<file path="src/hw/mcu_sram_pkg.sv">
/*
 * MCU SRAM controller package
 * Sizes, widths and the packed structs that carry requests, responses
 * and status between the fabric, the controller stages and the SRAM.
 * Also holds the data bit placement of the SEC-DED code.
 */

package mcu_sram_pkg;

    ////////////////////////////////////////////////////////////////////////////
    // SRAM geometry

    localparam int mcu_sram_size_kb     = 16;
    localparam int mcu_sram_size_bytes  = mcu_sram_size_kb * 1024;
    localparam int mcu_sram_data_w      = 32;
    localparam int mcu_sram_ecc_w       = 7;
    localparam int mcu_sram_depth       = mcu_sram_size_bytes / (mcu_sram_data_w / 8);
    localparam int mcu_sram_addr_w      = $clog2(mcu_sram_depth);
    // Byte address bits needed to reach every location
    localparam int mcu_sram_byte_addr_w = $clog2(mcu_sram_size_bytes);
    localparam int mcu_sram_strb_w      = mcu_sram_data_w / 8;

    // Exec region is sized by firmware in 4 KB pages, 0 meaning one page
    localparam int exec_region_page_shift = 12;
    localparam int exec_region_size_w     = 16;
    // (0xffff + 1) << 12 sets bit 28, so 29 bits hold the end without wrap
    localparam int exec_region_calc_w     = 29;

    ////////////////////////////////////////////////////////////////////////////
    // Packed structs

    // Stored word, data plus check bits
    typedef struct packed {
        logic [mcu_sram_data_w-1:0] data;
        logic [mcu_sram_ecc_w-1:0]  ecc;
    } mcu_sram_word_t;

    // Fabric request, held steady by the requester while hold is high
    typedef struct packed {
        logic [31:0]                addr;
        logic                       write;
        logic [mcu_sram_strb_w-1:0] wstrb;
        logic [mcu_sram_data_w-1:0] wdata;
    } cif_req_t;

    typedef struct packed {
        logic                       hold;
        logic                       error;
        logic [mcu_sram_data_w-1:0] rdata;
    } cif_resp_t;

    // One bit per requesting agent
    typedef struct packed {
        logic debug;
        logic mcu_lsu;
        logic mcu_ifu;
        logic cptra;
    } agent_t;

    typedef struct packed {
        logic                       cs;
        logic                       we;
        logic [mcu_sram_addr_w-1:0] addr;
        mcu_sram_word_t             wdata;
    } sram_req_t;

    // Read data, valid one cycle after a read
    typedef struct packed {
        mcu_sram_word_t rdata;
    } sram_resp_t;

    // Filter verdict, both low when dv is low
    typedef struct packed {
        logic grant;
        logic refuse;
    } grant_t;

    typedef struct packed {
        logic single;
        logic double;
    } ecc_status_t;

    ////////////////////////////////////////////////////////////////////////////
    // SEC-DED bit placement

    // Codeword position of data bit idx
    // Positions are 1-based, powers of two are left for the check bits
    function automatic int unsigned ecc_data_pos(input int unsigned idx);
        int unsigned cnt;
        int unsigned pos;
        cnt = 0;
        pos = 0;
        for (int unsigned p = 3; p <= 38; p++) begin
            if ((p & (p - 1)) != 0) begin
                if (cnt == idx) begin
                    pos = p;
                end
                cnt++;
            end
        end
        return pos;
    endfunction

endpackage

</file>
<file path="src/hw/mcu_sram_ecc_encode.sv">
/*
 * SEC-DED encoder
 * Extended Hamming code over 32 data bits. Six check bits cover the
 * data positions and the seventh gives overall parity.
 */

`timescale 1ns/1ps

module mcu_sram_ecc_encode (
    input  logic [mcu_sram_pkg::mcu_sram_data_w-1:0] data,
    output mcu_sram_pkg::mcu_sram_word_t             word
);

    import mcu_sram_pkg::*;

    logic [mcu_sram_ecc_w-2:0] hamming;

    // Each set data bit folds its codeword position into the checks
    always_comb begin
        hamming = '0;
        for (int unsigned i = 0; i < mcu_sram_data_w; i++) begin
            if (data[i]) begin
                hamming = hamming ^ (mcu_sram_ecc_w - 1)'(ecc_data_pos(i));
            end
        end
    end

    assign word.data = data;
    // Top bit makes the whole codeword even
    assign word.ecc  = {^{data, hamming}, hamming};

endmodule

</file>
<file path="src/hw/mcu_sram_ecc_decode.sv">
/*
 * SEC-DED decoder
 * Forms the syndrome of a stored word, corrects a single data bit
 * and flags single and double errors while enabled.
 */

`timescale 1ns/1ps

module mcu_sram_ecc_decode (
    input  logic                                     en,
    input  mcu_sram_pkg::mcu_sram_word_t             word,
    output logic [mcu_sram_pkg::mcu_sram_data_w-1:0] data,
    output mcu_sram_pkg::ecc_status_t                status
);

    import mcu_sram_pkg::*;

    logic [mcu_sram_ecc_w-2:0] syndrome;
    // High when an odd number of bits flipped
    logic                      parity_err;

    ////////////////////////////////////////////////////////////////////////////
    // Syndrome

    // Stored checks against the checks of the data as read
    always_comb begin
        syndrome = word.ecc[mcu_sram_ecc_w-2:0];
        for (int unsigned i = 0; i < mcu_sram_data_w; i++) begin
            if (word.data[i]) begin
                syndrome = syndrome ^ (mcu_sram_ecc_w - 1)'(ecc_data_pos(i));
            end
        end
    end

    assign parity_err = ^{word.data, word.ecc};

    ////////////////////////////////////////////////////////////////////////////
    // Correction

    // Flip the data bit the syndrome points at
    // A hit on a check position leaves the data alone
    always_comb begin
        data = word.data;
        if (parity_err) begin
            for (int unsigned i = 0; i < mcu_sram_data_w; i++) begin
                if (syndrome == (mcu_sram_ecc_w - 1)'(ecc_data_pos(i))) begin
                    data[i] = ~word.data[i];
                end
            end
        end
    end

    ////////////////////////////////////////////////////////////////////////////
    // Flags

    // Odd flip count is one error, correctable
    assign status.single = en & parity_err;
    // Even count with a nonzero syndrome is two errors
    assign status.double = en & ~parity_err & (|syndrome);

endmodule

</file>
<file path="src/hw/mcu_sram_region_filter.sv">
/*
 * MCU SRAM region filter
 * Maps the request address to the exec or the prot region and grants
 * or refuses the access by requesting agent and exec ownership.
 */

`timescale 1ns/1ps

module mcu_sram_region_filter (
    input  logic                                             clk,
    input  logic                                             rst_b,
    input  logic                                             dv,
    input  logic [mcu_sram_pkg::mcu_sram_byte_addr_w-1:0]    addr,
    input  mcu_sram_pkg::agent_t                             agent,
    input  logic [mcu_sram_pkg::exec_region_size_w-1:0]      fw_sram_exec_region_size,
    input  logic                                             mcu_sram_fw_exec_region_lock,
    input  logic                                             mcu_rst_b,
    output mcu_sram_pkg::grant_t                             grant
);

    import mcu_sram_pkg::*;

    logic [exec_region_calc_w-1:0]   exec_region_size_bytes;
    logic [exec_region_calc_w-1:0]   exec_region_end_calc;
    logic                            exec_region_overflow;
    logic [mcu_sram_byte_addr_w-1:0] exec_region_end;
    logic                            exec_region_match;
    // Set while the MCU owns the exec region
    logic                            mcu_access;
    logic                            allowed;

    ////////////////////////////////////////////////////////////////////////////
    // Region mapping

    // Exec region starts at 0, size in pages plus one
    assign exec_region_size_bytes =
        (exec_region_calc_w'(fw_sram_exec_region_size) + 1'b1) << exec_region_page_shift;
    assign exec_region_end_calc = exec_region_size_bytes - 1'b1;

    // Any bit above the SRAM scope means the region covers the whole SRAM
    assign exec_region_overflow = |exec_region_end_calc[exec_region_calc_w-1:mcu_sram_byte_addr_w];
    assign exec_region_end = exec_region_overflow ?
                             mcu_sram_byte_addr_w'(mcu_sram_size_bytes - 1) :
                             exec_region_end_calc[mcu_sram_byte_addr_w-1:0];

    assign exec_region_match = (addr <= exec_region_end);

    ////////////////////////////////////////////////////////////////////////////
    // Exec ownership

    // Lock hands the region to the MCU at once
    // Caliptra gets it back only once the MCU has been held in reset
    always_ff @(posedge clk or negedge rst_b) begin
        if (!rst_b) begin
            mcu_access <= 1'b0;
        end else if (mcu_sram_fw_exec_region_lock) begin
            mcu_access <= 1'b1;
        end else if (!mcu_rst_b) begin
            mcu_access <= 1'b0;
        end
    end

    ////////////////////////////////////////////////////////////////////////////
    // Agent rules

    always_comb begin
        if (!exec_region_match) begin
            // Prot region, MCU data side and debug only
            allowed = agent.mcu_lsu | agent.debug;
        end else if (mcu_access) begin
            allowed = agent.mcu_lsu | agent.mcu_ifu | agent.debug;
        end else begin
            allowed = agent.cptra | agent.debug;
        end
    end

    // Verdict only while a request is present
    assign grant.grant  = dv & allowed;
    assign grant.refuse = dv & ~allowed;

    a_grant_mutex: assert property (@(posedge clk) disable iff (!rst_b)
        !(grant.grant && grant.refuse));

endmodule

</file>
<file path="src/hw/mcu_sram_access_seq.sv">
/*
 * MCU SRAM access sequencer
 * Turns a granted fabric request into one or two SRAM cycles.
 * Reads and partial writes take two cycles, full writes one.
 * Partial writes merge new bytes over the corrected read word.
 */

`timescale 1ns/1ps

module mcu_sram_access_seq (
    input  logic                                    clk,
    input  logic                                    rst_b,
    input  mcu_sram_pkg::cif_req_t                  req,
    input  mcu_sram_pkg::grant_t                    grant,
    input  logic [mcu_sram_pkg::mcu_sram_data_w-1:0] rdata_cor,
    input  logic                                    double_err,
    output mcu_sram_pkg::sram_req_t                 sram_req,
    output logic                                    second_cycle,
    output logic                                    read_req
);

    import mcu_sram_pkg::*;

    logic                       full_strb;
    logic                       rd_req;
    logic                       wr_full_req;
    logic                       rmw_req;
    logic                       write_req;
    logic [mcu_sram_data_w-1:0] merged_data;
    logic [mcu_sram_data_w-1:0] wdata_plain;
    mcu_sram_word_t             wdata_word;

    ////////////////////////////////////////////////////////////////////////////
    // Request classes

    assign full_strb   = &req.wstrb;
    assign rd_req      = grant.grant & ~req.write;
    assign wr_full_req = grant.grant & req.write & full_strb;
    assign rmw_req     = grant.grant & req.write & ~full_strb;

    // Second cycle follows every read and every RMW read phase
    always_ff @(posedge clk or negedge rst_b) begin
        if (!rst_b) begin
            second_cycle <= 1'b0;
        end else begin
            second_cycle <= (rd_req | rmw_req) & ~second_cycle;
        end
    end

    // SRAM read in the first cycle of a read or an RMW
    assign read_req = (rd_req | rmw_req) & ~second_cycle;

    // RMW write phase is dropped when the old word is not trustworthy
    assign write_req = (wr_full_req & ~second_cycle) |
                       (rmw_req & second_cycle & ~double_err);

    ////////////////////////////////////////////////////////////////////////////
    // Write data

    // Strobed bytes from the request, the rest from the SRAM
    always_comb begin
        for (int i = 0; i < mcu_sram_strb_w; i++) begin
            merged_data[i*8 +: 8] = req.wstrb[i] ? req.wdata[i*8 +: 8] : rdata_cor[i*8 +: 8];
        end
    end

    // Data stays zero outside a write
    always_comb begin
        wdata_plain = '0;
        if (write_req) begin
            wdata_plain = rmw_req ? merged_data : req.wdata;
        end
    end

    mcu_sram_ecc_encode i_ecc_encode (
        .data (wdata_plain),
        .word (wdata_word)
    );

    ////////////////////////////////////////////////////////////////////////////
    // SRAM port

    assign sram_req.cs    = read_req | write_req;
    assign sram_req.we    = write_req;
    // Word address, zero while idle
    assign sram_req.addr  = sram_req.cs ? req.addr[mcu_sram_byte_addr_w-1:2] : '0;
    assign sram_req.wdata = wdata_word;

    // A partial write reaches the SRAM only after its read
    a_no_partial_first: assert property (@(posedge clk) disable iff (!rst_b)
        (sram_req.we && !second_cycle) |-> full_strb);

endmodule

</file>
<file path="src/hw/mcu_sram_read_resp.sv">
/*
 * MCU SRAM read response
 * Builds hold, error and read data for the fabric and decodes the
 * SRAM word in the data phase.
 */

`timescale 1ns/1ps

module mcu_sram_read_resp (
    input  mcu_sram_pkg::grant_t                     grant,
    input  logic                                     second_cycle,
    input  logic                                     read_req,
    input  logic                                     is_read,
    input  mcu_sram_pkg::sram_resp_t                 sram_resp,
    output mcu_sram_pkg::cif_resp_t                  resp,
    output mcu_sram_pkg::ecc_status_t                status,
    output logic [mcu_sram_pkg::mcu_sram_data_w-1:0] rdata_cor
);

    import mcu_sram_pkg::*;

    ecc_status_t ecc_status;

    // SRAM data is only valid in the cycle after a read
    mcu_sram_ecc_decode i_ecc_decode (
        .en     (second_cycle),
        .word   (sram_resp.rdata),
        .data   (rdata_cor),
        .status (ecc_status)
    );

    assign status = ecc_status;

    // Stall the fabric for the cycle the SRAM needs to return data
    assign resp.hold  = read_req;

    // Refusals land in the first cycle, ECC failures in the data phase
    assign resp.error = grant.refuse | ecc_status.double;

    // RMW read data stays internal
    assign resp.rdata = (grant.grant & is_read & second_cycle) ? rdata_cor : '0;

endmodule

</file>
<file path="src/hw/mcu_sram_ctrl.sv">
/*
 * MCU SRAM controller
 * Filters fabric requests by region and agent, sequences reads,
 * writes and read-modify-writes to an ECC protected SRAM and returns
 * the fabric response and the ECC status.
 */

`timescale 1ns/1ps

module mcu_sram_ctrl (
    input  logic                                        clk,
    input  logic                                        rst_b,

    // Fabric port
    input  logic                                        dv,
    input  mcu_sram_pkg::cif_req_t                      cif_req,
    output mcu_sram_pkg::cif_resp_t                     cif_resp,

    // Agent and firmware controls
    input  mcu_sram_pkg::agent_t                        agent,
    input  logic [mcu_sram_pkg::exec_region_size_w-1:0] fw_sram_exec_region_size,
    input  logic                                        mcu_sram_fw_exec_region_lock,
    input  logic                                        mcu_rst_b,

    // SRAM port
    output mcu_sram_pkg::sram_req_t                     sram_req,
    input  mcu_sram_pkg::sram_resp_t                    sram_resp,

    output logic                                        sram_single_ecc_error,
    output logic                                        sram_double_ecc_error
);

    import mcu_sram_pkg::*;

    grant_t                     grant;
    logic                       second_cycle;
    logic                       read_req;
    logic [mcu_sram_data_w-1:0] rdata_cor;
    ecc_status_t                ecc_status;

    ////////////////////////////////////////////////////////////////////////////
    // Decode

    mcu_sram_region_filter i_region_filter (
        .clk                          (clk),
        .rst_b                        (rst_b),
        .dv                           (dv),
        .addr                         (cif_req.addr[mcu_sram_byte_addr_w-1:0]),
        .agent                        (agent),
        .fw_sram_exec_region_size     (fw_sram_exec_region_size),
        .mcu_sram_fw_exec_region_lock (mcu_sram_fw_exec_region_lock),
        .mcu_rst_b                    (mcu_rst_b),
        .grant                        (grant)
    );

    ////////////////////////////////////////////////////////////////////////////
    // Execute

    mcu_sram_access_seq i_access_seq (
        .clk          (clk),
        .rst_b        (rst_b),
        .req          (cif_req),
        .grant        (grant),
        .rdata_cor    (rdata_cor),
        .double_err   (ecc_status.double),
        .sram_req     (sram_req),
        .second_cycle (second_cycle),
        .read_req     (read_req)
    );

    ////////////////////////////////////////////////////////////////////////////
    // Result

    mcu_sram_read_resp i_read_resp (
        .grant        (grant),
        .second_cycle (second_cycle),
        .read_req     (read_req),
        .is_read      (!cif_req.write),
        .sram_resp    (sram_resp),
        .resp         (cif_resp),
        .status       (ecc_status),
        .rdata_cor    (rdata_cor)
    );

    assign sram_single_ecc_error = ecc_status.single;
    assign sram_double_ecc_error = ecc_status.double;

    // Refused requests never touch the SRAM
    a_refuse_no_sram: assert property (@(posedge clk) disable iff (!rst_b)
        grant.refuse |-> !sram_req.cs);

endmodule

</file>
<file path="config.mk">
export PLATFORM = sky130hd
export DESIGN_NAME = mcu_sram_ctrl
export DESIGN_NICKNAME = d
export VERILOG_FILES = /design/src/hw/mcu_sram_pkg.sv /design/src/hw/mcu_sram_ecc_encode.sv /design/src/hw/mcu_sram_ecc_decode.sv /design/src/hw/mcu_sram_region_filter.sv /design/src/hw/mcu_sram_access_seq.sv /design/src/hw/mcu_sram_read_resp.sv /design/src/hw/mcu_sram_ctrl.sv
export SDC_FILE = /design/constraint.sdc
export NUM_CORES = 1
export LEC_CHECK = 0
export BUFFER_PORTS_ARGS = -buffer_cell sky130_fd_sc_hd__buf_2
export CAP_MARGIN = 20
export CORE_MARGIN = 2
export CORE_UTILIZATION = 47
export CTS_CLUSTER_DIAMETER = 30
export DETAILED_ROUTE_END_ITERATION = 7
export GPL_TIMING_DRIVEN = 1
export PLACE_DENSITY = 0.87
export SLEW_MARGIN = 20
export SYNTH_ARGS = -nofsm -noshare
export SYNTH_HDL_FRONTEND = slang
export SYNTH_SLANG_ARGS = --single-unit
</file>
<file path="constraint.sdc">
create_clock -name clk -period 10.3 [get_ports clk]
set_clock_uncertainty 0.1 [all_clocks]
set_input_delay 2.06 -clock clk [delete_from_list [all_inputs] [get_ports clk]]
set_output_delay 2.06 -clock clk [all_outputs]
set_load 0.005 [all_outputs]
</file>
-- After elaboration in Yosys (flattened, before gate mapping)
Index checks and enable logic that the tools add are counted.
- reduce and logical (&&, ||, !) cells: 99
- equality and inequality tests: 2916
- add/subtract/negate cells: 1952
- multiplexer cells: 5196
- bitwise operators: 124
- order comparisons: 1
- operators with widths (operator ; number):
    2-to-1 mux 32 bit ; 2019
    adder 32 x 1 -> 32 bit, second input constant ; 1950
    equality test 32 x 5 -> 1 bit, second input constant ; 1488
    equality test 32 x 4 -> 1 bit, second input constant ; 744
    2-to-1 mux 6 bit ; 3039
    equality test 32 x 3 -> 1 bit, second input constant ; 372
    equality test 32 x 2 -> 1 bit, second input constant ; 186
    equality test 32 x 1 -> 1 bit, second input constant ; 93
    logical NOT 32 bit ; 93
    XOR 6 bit ; 63
    2-to-1 mux 3 bit ; 96
    equality test 6 bit ; 32
    XOR reduction 39 bit ; 1
    NOT 1 bit ; 38
    XOR reduction 38 bit ; 1
    2-to-1 mux 1 bit ; 36
    2-to-1 mux 8 bit ; 4
    subtractor 29 x 1 -> 29 bit, second input constant ; 1
    adder 16 x 1 -> 17 bit, second input constant ; 1
    AND 1 bit ; 15
    OR reduction 15 bit ; 1
    <= comparator 14 bit ; 1
    2-to-1 mux 14 bit ; 1
    2-to-1 mux 12 bit ; 1
    other kinds (5) ; 12
- register bits after elaboration: 2
- bits of input ports: 133
- word-level logic and storage cells: 10290
- output and inout port bits: 89

-- Logic depth before layout (Yosys ltp)
- depth in word-level cells: 261
- gate-level depth with buffers: 27
- depth with buffers taken out: 26

-- By module
From an unflattened synthesis, not the netlist that was laid out.
- cells, all modules: 488
- area total of the unflattened synthesis: 4043.9 um^2
- by module, submodules not included (module ; cells an instance ; sequential area each (um^2) ; area an instance (um^2) ; instances):
    mcu_sram_ecc_decode ; 158 ; 0.0 ; 1435.1 ; 1
    mcu_sram_ecc_encode ; 90 ; 0.0 ; 877.1 ; 1
    mcu_sram_access_seq ; 103 ; 25.0 ; 758.2 ; 1
    mcu_sram_region_filter ; 93 ; 25.0 ; 628.1 ; 1
    mcu_sram_read_resp ; 43 ; 0.0 ; 341.6 ; 1
    mcu_sram_ctrl ; 1 ; 0.0 ; 3.8 ; 1

-- Worst setup path after synthesis
Ideal clock, no wire load.
- path kind: input-to-output
- start: in fw_sram_exec_region_size[0] (netlist name)
- end: out sram_req[6] (netlist name)
- path slack: 0.924 ns
- arrival time: 7.216 ns
- path buffers: 0
- data required time: 8.140 ns
- stages: 26
- path through: ha_1 -> nand2_1 -> nor2_1 -> nand4_1 -> nor2_1 -> xor2_1 -> and3_1 -> o21ai_0 -> o21ai_0 -> a22o_1 -> nand4_1 -> nor2_1 -> ha_1 -> nand4_1 -> nor4_1 -> or3_1 -> a21oi_1 -> nor3_1 -> nand3_1 -> a211oi_1 -> o211ai_1 -> a21oi_2 -> xnor3_1 -> xor2_1 -> xnor3_1 -> xnor3_1
- RTL lines (what ; line ; text):
    start: declaration ; mcu_sram_ctrl.sv:21 ; input logic [mcu_sram_pkg::exec_region_size_w-1:0] fw_sram_exec_region_size,
    end: declaration ; mcu_sram_ctrl.sv:26 ; output mcu_sram_pkg::sram_req_t sram_req,

==> metrics.md <==
| Metric | Value |
|---|---|
| Status | `finished clean` |
| Fin crit period | `9807 ps` |
| Slew @ Worst Pin | `728.6 ps` |
| Top FF cell, synth | `dfrtp_1` |
| Post-Syn Area | `0.003983 sq mm` |
| Chip Height | `96.05 um` |
| EDFF count, synth | `0` |
| Combinational power share | `93.6%` |
| Post-DP HPWL | `12,270 um` |
| Post-Syn Nets | `683` |
| Vias per cell | `5.675` |
| Starting DRT DRC Count | `333` |
| Largest net degree at the start of global routing | `33` |
| CTS clock-pin slew for the worst setup and hold paths | `30 ps` |
| VDD IR-drop max | `0.1116 mV` |
| CP max-delay cell | `or3_1` |
| Hold Path Depth | `1` |
| Antenna Cells | `0` |
| GPL Wtd Cong | `0.9308` |
| Mean post-synth cell area | `7.281 sq um` |
| CTS Buffer Depth | `2` |
| Global-route wire length before repair | `21,470 um` |
| Slew Limit Fails | `0` |
| GRT Total Usage | `30.01%` |
| Via count | `4,756` |
| ANT nets after route | `0` |
| CTS tree | `done` |
| Area growth syn-to-layout | `29.85%` |
| Switching Share | `55.62%` |
| Die Area | `0.009226 sq mm` |
| Number of global-route vias before repair | `4,304` |
| Reg2reg path depth | `6` |
| H-tree levels | `1` |
| Nets | `871` |
| Top-count cell post-synth | `nor2_1` |
| Final Hold Viols | `0` |
| Area leader, netlist | `xnor2_1` |
| Clk sinks | `2` |
| Crit-path max cell delay | `440 ps` |
| Layout cells sized above 1 | `33.97%` |
| Pre-CTS WS | `162.0 ps` |
| Number of remaining DRC errors | `0` |
| Crit path max-delay family | `simple AND/OR/NAND/NOR gates` |
| Internal | `0.2783 mW` |
| Max-capacitance violation count | `0` |
| Synthesis Warnings | `0` |
| # port buffers | `203` |
| Setup violators final | `0` |
| Buffers & Inverters on Critical Path | `3` |
| Initial antenna violation count | `0` |
| Share of the synthesized area in the top cell type | `19.57%` |
| Chip Width | `96.05 um` |
| Num ports | `222` |
| Number of buffers created by CTS | `3` |
| Clock network fraction of total power | `4.9%` |
| Final worst slack | `492.6 ps` |
| P per Cell Area | `121.2 mW/mm^2` |
| Max transition margin | `51.26%` |
| Critical path class | `input pin to output pin` |
| Post-Synthesis Cells | `547` |
| Post-DR wirelength/cell | `17.58 um` |
| Number of cell rows | `33` |
| Synth async-reset ratio | `100.0%` |
| Grt ovf | `0` |
| CORE AREA | `0.008217 sq mm` |
| Hold/Removal Path Class | `flip-flop to flip-flop` |
| Sw power | `0.3487 mW` |
| Post-synthesis sequential area ratio | `1.257%` |
| Synth Register Bits | `2` |
| Post-route setup TNS | `0 ps` |
| Worst path arrival time | `7650 ps` |
| Critical path fanouts, max | `6` |
| FMAX | `0.1020 GHz` |
| Synth area leaders | `xnor2_1 20%, xnor3_1 14%, nor2_1 9.2%` |
| Routed WL | `14,730 um` |
| Top cells by count, synth | `98 x nor2_1, 89 x xnor2_1, 38 x xor2_1` |
| Final Util | `62.94%` |
| First-pass DRT Iterations | `5` |
| Leak | `2.522 nW` |
| Setup crit end kind | `output pin` |
| Initial Util | `48.47%` |
| CP Launch Type | `input pin` |
| RSZ-0062 raised after global routing | `false` |
| Critical Path Stages | `29` |
| Netlist cell types | `62` |
| Tcrit/Tclk final | `95.22%` |
| Critical Path RT | `8140 ps` |
| Clk_lat worst skew | `210 ps` |
| Root Driver | `clkbuf_8` |
| Flop pwr share | `1.5%` |
## cell usage in the layout, fill, tap and decap left out, types with 6 or more instances in the layout
cell	count
buf_2	203
nor2_1	97
xnor2_1	88
xor2_1	38
nand2_1	25
xnor3_1	25
nor3_1	19
a21oi_1	18
and2_1	16
o21ai_0	14
nor2b_1	14
or3_1	12
mux2i_1	12
buf_4	12
nand3_1	11
and3_1	11
nand2b_1	9
a211oi_1	9
or2_2	7
o211ai_1	6
nand4_1	6
a31oi_1	6
## worst paths after layout
check	start	to	slack [ps]
worst min-delay path	i_region_filter.mcu_access	i_region_filter.mcu_access	420
worst max-delay path	fw_sram_exec_region_size[0]	sram_req[6]	490
worst min register to register	i_region_filter.mcu_access	i_region_filter.mcu_access	420
min in group asynchronous	rst_b	i_region_filter.mcu_access	1530
worst max register to register	i_region_filter.mcu_access	i_access_seq.second_cycle	8690
max in group asynchronous	rst_b	i_access_seq.second_cycle	8470
## sequential cells by signal (all words and copies together) (netlist names)
register                    cells
i_region_filter.mcu_access      1
i_access_seq.second_cycle       1
## power by group through the flow
stage               Combinational, mW  Sequential (mW)  Clock [mW]
floorplan                       0.428          0.00913           0
global route                    0.634          0.00952      0.0325
global placement                0.553          0.00948           0
finish                          0.587          0.00944      0.0307
CTS                             0.572          0.00940      0.0310
detailed placement              0.570          0.00948           0
## worst register-to-register path, stage by stage (launching register included)
cell and delay (ps):
dfrtp_1 390, o21ai_0 140, o21ai_0 130, a21oi_2 290, buf_4 210, nor2b_1 60, and2_1 160
## metrics by stage
| step | hold slack [ps] | power [mW] | cells | area, sq um |
|---|---|---|---|---|
| after floorplan | 365.8 | 0.4367 | 547 | 3983 |
| after global placement | 380.5 | 0.5622 | 831 | 5050 |
| after detailed placement | 410.8 | 0.5798 | 831 | 5050 |
| after CTS | 416.9 | 0.6129 | 834 | 5091 |
| after global routing | 434.8 | 0.6755 | 838 | 5171 |
| final | 417.2 | 0.6270 | 838 | 5171 |
## metal layers
metal | vias up | track usage, % | share of wire [%]
li1 | 2264 | - | -
met1 | 2220 | 38.48 | 41
met2 | 248 | 52.78 | 48
met3 | 24 | 4.620 | 8.5
met4 | 0 | 6.786 | 2.0
met5 | - | 0 | 0
## kinds of logic (layout without fill, tap and decap cells)
family	after synthesis	in the layout	synth area share [%]
AND/OR/NAND/NOR	251	251	31.51
XOR/XNOR	157	157	44.49
adder cells (fa/ha/maj)	3	3	0.9426
AO/OA/AOI/OAI	83	83	13.95
multiplexers	14	14	3.519
flip-flops	2	2	1.257
buffers and inverters	37	223	4.335
## cell type report
type                    count  area, sq um
multi-input cells         508         3816
fillers                   760         3045
repair buffers            216         1117
well taps                 105        131.4
flip-flops and latches      2        50.05
clock buffers               3        41.29
inverters                   4        15.01
## repair_timing
action | 4_1_cts | 5_1_grt
buffers inserted | 0 | 4
hold buffers | 0 | 0
setup endpoints to repair | 0 | 3
resized for setup | 0 | 11
No activity file was read; power rests on OpenSTA's default activity.
